File: src/hdl/sync_fifo.sv
`timescale 1ns/1ps
`default_nettype none

module sync_fifo #(
    parameter int  depth  = 2,
    parameter type data_t = logic [31:0]
) (
    input  logic  clk,
    input  logic  reset,
    input  logic  push,
    input  logic  pop,
    input  data_t data_in,
    output data_t data_out,
    output logic  full,
    output logic  empty
);

    data_t mem [depth];

    logic [$clog2(depth)-1:0]   wr_ptr;
    logic [$clog2(depth)-1:0]   rd_ptr;
    logic [$clog2(depth+1)-1:0] count;

    assign full     = (count == depth);
    assign empty    = (count == 0);
    assign data_out = mem[rd_ptr];

    always_ff @(posedge clk) begin
        if (push) begin
            mem[wr_ptr] <= data_in;
        end
    end

    always_ff @(posedge clk) begin
        if (reset) begin
            wr_ptr <= '0;
            rd_ptr <= '0;
            count  <= '0;
        end else begin
            if (push) begin
                wr_ptr <= (wr_ptr == depth - 1) ? '0 : wr_ptr + 1'b1;
            end
            if (pop) begin
                rd_ptr <= (rd_ptr == depth - 1) ? '0 : rd_ptr + 1'b1;
            end
            // simultaneous push and pop leaves the count alone
            if (push && !pop) begin
                count <= count + 1'b1;
            end else if (pop && !push) begin
                count <= count - 1'b1;
            end
        end
    end

endmodule

`default_nettype wire

File: config.mk
export PLATFORM = sky130hd
export DESIGN_NAME = sync_fifo
export DESIGN_NICKNAME = d
export VERILOG_FILES = /design/src/hdl/sync_fifo.sv
export SDC_FILE = /design/constraint.sdc
export NUM_CORES = 1
export LEC_CHECK = 0
export BUFFER_PORTS_ARGS = -buffer_cell sky130_fd_sc_hd__buf_4
export CORE_MARGIN = 2
export CORE_UTILIZATION = 30
export CTS_CLUSTER_DIAMETER = 80
export CTS_CLUSTER_SIZE = 8
export DETAILED_ROUTE_END_ITERATION = 10
export HOLD_SLACK_MARGIN = 0.12
export MAX_ROUTING_LAYER = met4
export SYNTH_ARGS = -nofsm -noshare
export SYNTH_HDL_FRONTEND = slang
export SYNTH_SLANG_ARGS = --single-unit
File: constraint.sdc
create_clock -name clk -period 2.6 [get_ports clk]
set_input_delay 0.26 -clock clk [delete_from_list [all_inputs] [get_ports clk]]
set_output_delay 0.26 -clock clk [all_outputs]
set_load 0.05 [all_outputs]
### After elaboration in Yosys (flattened, before gate mapping)

Memory sizes are Yosys's and may differ from the RTL's. A register that Yosys moved wholly into a read port is not among the register bits.
Cells that the tools add are included.

* $add $sub $neg: 4
* muxes and demuxes: 8
* eq/ne operators: 1
* reductions and logical operators: 6

Operators with widths (count)
* $mux 1: 6
* $mux 2: 2
* $add 1x1->1 const B: 2
* $add 2x1->2 const B: 1
* $eq 2x2->1 const B: 1
* $logic_and 1x1->1: 2
* $logic_not 1->1: 2
* $logic_not 2->1: 1
* $reduce_bool 2->1: 1
* $sub 2x1->2 const B: 1

* memory bits (writable): 64
* flip-flop bits (word level): 4
* output and inout bits: 34
* logic and storage cells: 23
* memories: 1
* bits of input ports: 36

Memories
* mem: words 2, bits a word 32, read ports 1, clocked after Yosys merged registers in 1, write ports 1, RTL line 18 `data_t mem [depth];`

### Depth between registers and ports, before layout

Gate-level depths: netlist of run 1.

* word-level depth: 4
* mapped depth: 5
* gate-level depth less buffers: 5

### Worst setup path before layout of run 1

Ideal clock, no wire load.

* kind: reg2reg
* start point: register wr_ptr
* end point: memory mem[0][0] (netlist bit) (enable)
* cell stages (with the launch flop): 2
* slack: 0.408 ns
* data required time: 2.175 ns
* clock period less this slack: 2.192 ns
* library setup time: 0.425 ns
* data arrival time: 1.768 ns
* cells stage by stage: dfxtp_1 > nor2b_1

RTL lines
* start, declared: RTL line 20 `logic [$clog2(depth)-1:0] wr_ptr;`
* start signal, assigned: RTL line 41 `wr_ptr <= (wr_ptr == depth - 1) ? '0 : wr_ptr + 1'b1;`
* end, declared: RTL line 18

Straight into the memory's write port.

==> flow_summary.yaml, run 1 <==
worst_setup_path:
  crit_type: "reg2out"
  cpMaxStageDelayCell: "mux2_2"
  cp.arrival_ns: 1.52
  slowest_delay_ns: 0.39
  worstSetupEndpointType: "output port"
  path_cells: "buf_4, mux2_2, buf_4"
  cp_max_fo: 17
  crit_required_ns: 2.34
  cpMostUsedCell: "buf_4"
  cp-start-kind: "flip-flop"
  ff2ff_setup_slack_ns: 1.13
sta:
  setup_tns_ns: 0
  rsz0062_at_grt: "no"
  setup_violations: 0
  relSlewSlack_pct: 71.4
  timing.hold.ws_ns: 0.180
  hold_violations: 0
  fmax_mhz: 561
  timing.final.crit_share_pct: 68.6
  min_period_ns: 1.78
  fin_skew_ns: 0.00695
  worstMarginPinSlew_ns: 0.428
  slew_viol_final: 0
finish:
  final_nets: 273
  seqCellArea_sq_um: 2020
  drive_above_1_share_pct: 50.6
  syn2layout_area_growth_pct: 49.5
  multiInputGateArea_sq_um: 472
  final_util_pct: 46.0
  diodes: 0
  fill_cells: 737
  stdcell_count: 346
logic_synthesis:
  synth.largest_area_cell: "edfxtp_1"
  ys_seq_area_share_pct: 80.3
  synth_top_area_share_pct: 76.3
  synth-simple-area-share_pct: 1.84
  ys_types: 17
  synth_top_family_by_area: "multiplexers"
  synth_area_sq_um: 2520
  synth.avg_cell_area_sq_um: 20.6
  synth_xor_area_share_pct: 1.39
  yosys-top-cells-area: "edfxtp_1, mux2_2, dfxtp_1"
  syn_nets: 159
  synth_fa_ha_area_share_pct: 0.497
  synth_compound_area_share_pct: 0.398
  ys_ff_latch: 69
  yosys_warnings: 0
  synthMuxAreaShare_pct: 14.3
  synth_cells: 122
die:
  die_area_sq_um: 9140
  start_util_pct: 30.8
  core_area_sq_um: 8180
  die_h_um: 95.6
  rows: 33
  ios: 70
  die-width_um: 95.6
outcome:
  status: "finished clean"
clocking:
  post_cts_buffers: 0
  cts_tree: "done"
  ctsResizeCount: 0
  htree_levels: 3
  cts_buffers: 9
  clkTransAtPathRegs_ns: 0.07
  cts-root-buf: "clkbuf_8"
  ctsHoldBuffers: 33
  cts.sinks: 69
  clock_latency_ns: 0.35
  clock_path_buffers: 2
routing:
  viasPerCell: 4.21
  drc: 0
  antenna_left: 0
  routedWlPerCell_um: 13.6
  routed_wl_um: 4700
  initialDrtViolationCount: 59
  vias: 1456
  firstDrtPassIters: 4
grt:
  grt_overflow: 0
  grtUsageTotal_pct: 11.5
  grt_max_degree: 25
  antenna_found_initial: 0
  grt_pass1_vias: 1536
  grt_pass1_wl_um: 7310
pwr:
  netSwitchingPower_uw: 769
  power_density_nw_per_um2: 775
  vdd_drop_max_mv: 0.365
  pwr-share-clk_pct: 36.0
  combPwrFrac_pct: 19.1
  swShare_pct: 26.4
  cellLeakagePower_uw: 0.00144
  power_frac_seq_pct: 44.9
  p_int_uw: 2150
placed_design:
  portBuffers: 69
  dp_cells: 297
  place.detailed.hpwl_um: 3000
  routabilityCongestion: 0.675
worst_hold_path:
  hp-class: "in2reg"
run:
  drv_cap: 0
==> power groups by stage <==
stage | clock (uW) | sequential [uW] | combinational, uW
2_1_floorplan | 0 | 1330 | 351
3_3_place_gp | 0 | 1330 | 521
3_5_place_dp | 0 | 1340 | 523
4_1_cts | 1080 | 1310 | 564
5_1_grt | 1130 | 1320 | 588
6_report | 1050 | 1310 | 557
==> layout make-up <==
type	count	area share, %
clock buffer	9	3.29
sequential	69	53.7
inverter	1	0.0998
multi-input combinational	48	12.5
timing repair buffer	107	23.5
tap	105	3.49
clock inverter	7	3.29
==> synth_stat cells <==
cell type and number:
dfxtp_1 5, xnor2_1 2, o21ai_0 1, and2_1 1, mux2_1 2, a21oi_1 1, ha_1 1, clkbuf_2 1
and2b_2 1, xor2_1 2, nor2_1 5, mux2_2 30, edfxtp_1 64, buf_4 3, inv_1 1, nor2b_1 1
or3_1 1
==> layout by cell type (no fill, tap or decap), types with 2 or more instances in the layout <==
cell	n
nor2_1	5
xor2_1	2
xnor2_1	2
clkinv_4	3
mux2_1	2
clkbuf_8	9
mux2_2	30
bufinv_16	3
edfxtp_1	64
buf_4	74
dfxtp_1	5
dlygate4sd3_1	33
==> state kept, by name, summed over array words and instances (netlist names), named ones only <==
signal,cells
mem,64
count,2
wr_ptr,1
rd_ptr,1
==> per-stage QoR <==
step                area, sq um  setup slack [ns]  power (uW)
floorplan                  2520             0.408        1680
global placement           3180              1.12        1850
detailed placement         3180              1.11        1860
CTS                        3760             0.786        2950
global route               3760             0.754        3040
finish                     3760             0.817        2920
==> critical path: cells and delay by family, from the launching register on <==
family                 cells  cell delay (ns)
multiplexers               1             0.39
flip-flops                 1             0.33
buffers and inverters      2             0.45
==> final timing paths <==
path                            startpoint            to  cells past startpoint
worst max register to register      wr_ptr    mem[1][30]                      2
worst max-delay path             flip-flop  data_out[30]                      3
worst min-delay path                   pop        rd_ptr                      3
worst min register to register    count[1]      count[1]                      2
==> kinds of logic after synthesis <==
group	Yosys count
AOI/OAI and AO/OA	2
xor gates and xnor gates	4
adders and majority gates	1
buffers and inverters	5
DFF	69
muxes	32
and+or+nand+nor	9
==> layer usage <==
layer	track usage (%)	wire, um	up-vias	share of wire [%]
li1	-	-	693	-
met1	12.8	1960	706	42
met2	18.0	2400	47	51
met3	4.03	249	10	5.3
met4	6.55	97	0	2.1
met5	-	0	-	0
Power figures use the tool's default switching activity.
==> inputs of run 2 (changes only) <==
==> constraint.sdc (replaced) <==
create_clock -name clk -period 1.8 [get_ports clk]
set_input_delay 0.18 -clock clk [delete_from_list [all_inputs] [get_ports clk]]
set_output_delay 0.18 -clock clk [all_outputs]
set_load 0.05 [all_outputs]
==> flow_summary.yaml, run 2 (synthesis gave the netlist of run 1 again) <==
worst_hold_path:
  hp-class: "reg2reg"
worst_setup_path:
  cp.arrival_ns: 1.49
  crit_required_ns: 1.62
  worstSetupEndpointType: "output port"
  cp_top_family: "buffers and inverters"
  cp_max_fo: 23
  path_cells: "buf_6, mux2_2, buf_4"
  crit_type: "reg2out"
  cpMaxStageDelayCell: "mux2_2"
  slowest_delay_ns: 0.38
  cp-start-kind: "flip-flop"
  critPathBufInv: 2
routing:
  antenna_left: 0
  firstDrtPassIters: 3
  routed_wl_um: 4770
  vias: 1483
  routedWlPerCell_um: 13.8
  drc: 0
  viasPerCell: 4.27
  initialDrtViolationCount: 51
finish:
  layout_common_cells: "buf_4, edfxtp_1, dlygate4sd3_1, mux2_2, clkbuf_8"
  drive_above_1_share_pct: 49.2
  largest_reg_flops: 64
  diodes: 0
  layout_commonest_cell: "buf_4"
  final_nets: 275
  regMostFlops: "mem"
  final_util_pct: 45.9
  syn2layout_area_growth_pct: 49.2
  fill_cells: 743
  stdcell_count: 347
  reg.largest.list: "mem (64), count (2)"
grt:
  grt_max_degree: 24
  grt_pass1_wl_um: 7310
  grtUsageTotal_pct: 11.3
  antenna_found_initial: 0
  grt_pass1_vias: 1559
  grt_overflow: 0
sta:
  fmax_mhz: 598
  setup_tns_ns: 0
  rsz0062_at_grt: "no"
  hold_violations: 0
  worstMarginPinSlew_ns: 0.362
  min_period_ns: 1.67
  slew_viol_final: 0
  setup_violations: 0
  timing.final.crit_share_pct: 92.9
  fin_skew_ns: 0.0110
  relSlewSlack_pct: 75.8
clocking:
  cts_buffers: 9
  clkTransAtPathRegs_ns: 0.07
  cts.sinks: 69
  htree_levels: 3
  clock_latency_ns: 0.33
  clock_path_buffers: 2
  cts-root-buf: "clkbuf_8"
  cts_tree: "done"
placed_design:
  portBuffers: 69
  dp_cells: 297
  routabilityCongestion: 0.659
  place.detailed.hpwl_um: 3010
die:
  ios: 70
  die_h_um: 95.6
  die-width_um: 95.6
  rows: 33
  die_area_sq_um: 9140
  start_util_pct: 30.8
  core_area_sq_um: 8180
pwr:
  cellLeakagePower_uw: 0.00143
  vdd_drop_max_mv: 0.590
  power.total_uw: 4020
  power_density_nw_per_um2: 1070
run:
  drv_cap: 0
outcome:
  status: "finished clean"
run 2: path summary, 6_finish.rpt:
check	slack [ns]	startpoint	cells after the start	to
max	0.13	flip-flop	3	data_out[17]
min reg2reg	0.50	count[1]	2	count[1]
min	0.50	count[1]	2	count[1]
max reg2reg	0.57	wr_ptr	2	mem[0][24]
run 2: worst min-delay path, delay by kind of cell (launching register included):
kind,cells,cell delay [ns]
compound gates,2,0.13
flops,1,0.33
run 2: layer usage:
metal | part of all wire (%) | up-vias | track usage [%]
met1 | 41 | 734 | 13.1
met4 | 1.2 | 0 | 6.31
met2 | 52 | 44 | 17.7
met5 | 0 | - | -
li1 | - | 697 | -
met3 | 5.0 | 8 | 3.32
run 2: timing repair:
action,in CTS,in global routing
resized for setup,0,1
setup endpoints to repair,0,5
endpoints found under the hold margin,69,0
hold buffers,35,0
setup buffers,0,0
run 2: power breakdown:
group	switching [uW]	total (uW)	internal (uW)
sequential	29.1	1890	1860
clock	547	1310	766
combinational	492	814	322
run 2: area by class of cell:
cell class,count,area (sq um),area share (%)
Sequential cell,69,2020,53.8
Timing Repair Buffer,109,922,24.6
Multi-Input combinational cell,48,472,12.6
Tap cell,105,131,3.50
Clock buffer,10,128,3.40
Clock inverter,5,76.3,2.03
Inverter,1,3.75,0.100
run 2: through the flow:
step | area [sq um] | hold slack, ns | worst slack [ns]
floorplan | 2520 | 0.249 | 0.213
global placement | 3200 | 0.365 | 0.414
detailed placement | 3200 | 0.368 | 0.390
CTS | 3750 | 0.504 | 0.0260
global route | 3750 | 0.549 | 0.0501
finish | 3750 | 0.498 | 0.128
==> inputs of run 3 (changes only) <==
--- a/config.mk
+++ b/config.mk
@@ -5,6 +5,7 @@
 export SDC_FILE = /design/constraint.sdc
 export NUM_CORES = 1
 export LEC_CHECK = 0
+export ABC_AREA = 1
 export BUFFER_PORTS_ARGS = -buffer_cell sky130_fd_sc_hd__buf_4
 export CORE_MARGIN = 2
 export CORE_UTILIZATION = 30
==> flow_summary.yaml, run 3 <==
outcome:
  status: "finished clean"
logic_synthesis:
  yosys_warnings: 0
  ys_ff_latch: 69
  synth_top_area_share_pct: 71.4
  netlist_top_cells_count: "edfxtp_1, mux2_4, inv_1"
  synth_fa_ha_area_share_pct: 0.465
  async_flop_share_pct: 0
  synth_enable_flop_cells: 64
  syn_nets: 170
  ys_types: 16
  ys_seq_area_share_pct: 75.1
  synth_compound_area_share_pct: 0.372
  synth-simple-area-share_pct: 2.28
  synth-main-ff-cell: "edfxtp_1"
  synth_area_sq_um: 2690
  synth_top_family_by_area: "multiplexers"
  synth_most_common_cell: "edfxtp_1"
  synth_cells: 133
  synth.avg_cell_area_sq_um: 20.2
  synth_xor_area_share_pct: 0.325
  synthMuxAreaShare_pct: 17.6
  synth.largest_area_cell: "edfxtp_1"
  yosys-top-cells-area: "edfxtp_1, mux2_4, dfxtp_1"
grt:
  antenna_found_initial: 0
  grt_overflow: 0
  grt_pass1_wl_um: 7350
  grt_pass1_vias: 1550
  grtUsageTotal_pct: 10.4
  grt_max_degree: 33
finish:
  multiInputGateArea_sq_um: 573
  layout_common_cells: "buf_4, edfxtp_1, dlygate4sd3_1, mux2_4"
  reg.largest.list: "mem (64), count (2)"
  syn2layout_area_growth_pct: 45.7
  fill_cells: 797
  regMostFlops: "mem"
  diodes: 0
  drive_above_1_share_pct: 47.2
  stdcell_count: 360
  seqCellArea_sq_um: 2020
  largest_reg_flops: 64
  final_nets: 284
  layout_commonest_cell: "buf_4"
placed_design:
  place.detailed.hpwl_um: 2810
  dp_slack_ns: 0.462
  routabilityCongestion: 0.613
  portBuffers: 69
  dp_cells: 309
die:
  rows: 34
  die_area_sq_um: 9750
  ios: 70
  die-width_um: 98.7
  core_area_sq_um: 8720
  start_util_pct: 30.9
  die_h_um: 98.7
pwr:
  power_density_nw_per_um2: 1060
  cellLeakagePower_uw: 0.00158
  pwr-share-clk_pct: 35.0
  netSwitchingPower_uw: 1030
  p_int_uw: 3120
  vdd_drop_max_mv: 0.428
  swShare_pct: 24.9
  combPwrFrac_pct: 19.8
  power_frac_seq_pct: 45.2
clocking:
  clkTransAtPathRegs_ns: 0.07
  clock_latency_ns: 0.33
  cts_tree: "done"
  htree_levels: 3
  post_cts_buffers: 0
  ctsHoldBuffers: 35
  cts_buffers: 9
  cts-root-buf: "clkbuf_8"
  ctsResizeCount: 0
  clock_path_buffers: 2
  cts.sinks: 69
routing:
  firstDrtPassIters: 2
  drc: 0
  viasPerCell: 4.14
  routed_wl_um: 4750
  initialDrtViolationCount: 31
  antenna_left: 0
  vias: 1491
  routedWlPerCell_um: 13.2
worst_hold_path:
  hp-class: "in2reg"
sta:
  relSlewSlack_pct: 81.9
  fmax_mhz: 592
  setup_violations: 0
  worstMarginPinSlew_ns: 0.272
  timing.final.crit_share_pct: 93.9
  setup_tns_ns: 0
  hold_violations: 0
  slew_viol_final: 0
  fin_skew_ns: 0.00545
  setup_slack_ns: 0.110
  min_period_ns: 1.69
  rsz0062_at_grt: "no"
worst_setup_path:
  ff2ff_setup_slack_ns: 0.59
  cp-start-kind: "flip-flop"
  worstSetupEndpointType: "output port"
  cp_max_fo: 32
  cp.arrival_ns: 1.51
  crit_required_ns: 1.62
  crit_type: "reg2out"
run:
  drv_cap: 0
run 3: layer usage:
metal / wire, um / vias to the layer above / part of all wire (%) / GRT usage (%)
li1: - / 722 / - / -
met1: 1920 / 717 / 40 / 10.8
met2: 2490 / 42 / 52 / 17.5
met3: 256 / 10 / 5.4 / 4.18
met4: 79 / 0 / 1.7 / 4.43
met5: 0 / - / 0 / -
run 3: cell families after synthesis:
logic type | Yosys count
xor+xnor | 1
simple gates | 15
mux | 32
buf+inv | 13
flops | 69
fa+ha+maj | 1
compound gates | 2
run 3: cell type report:
class | count | share of cell area, %
Inverter | 9 | 0.861
Sequential cell | 69 | 51.6
Multi-Input combinational cell | 51 | 14.6
Clock buffer | 11 | 3.35
Timing Repair Buffer | 107 | 23.7
Tap cell | 108 | 3.44
Clock inverter | 5 | 2.52
run 3: critical path: stages (launching register included):
cell and delay, ns:
dfxtp_2 0.35, buf_12 0.24, mux2_2 0.37, buf_4 0.19
run 3: final timing paths:
check	from	endpoint	depth (start not counted)
max	flip-flop	data_out[11]	3
min	push	wr_ptr	3
max reg2reg	rd_ptr	flip-flop	3
min reg2reg	rd_ptr	rd_ptr	2
run 3: power by group through the flow:
stage	Sequential, uW	Combinational (uW)	Clock (uW)
after floorplan	1910	556	0
after global placement	1910	761	0
after detailed placement	1910	768	0
after CTS	1880	832	1510
after global routing	1880	859	1580
final	1880	820	1450
run 3: per-stage QoR:
step	total power (uW)	hold slack (ns)	utilization, %	instance area, sq um
finish	4150	0.153	45.0	3920
global route	4320	0.149	45.0	3920
CTS	4220	0.131	45.0	3920
detailed placement	2680	0.369	38.3	3340
global placement	2670	0.366	38.3	3340
floorplan	2460	0.252	-	2700
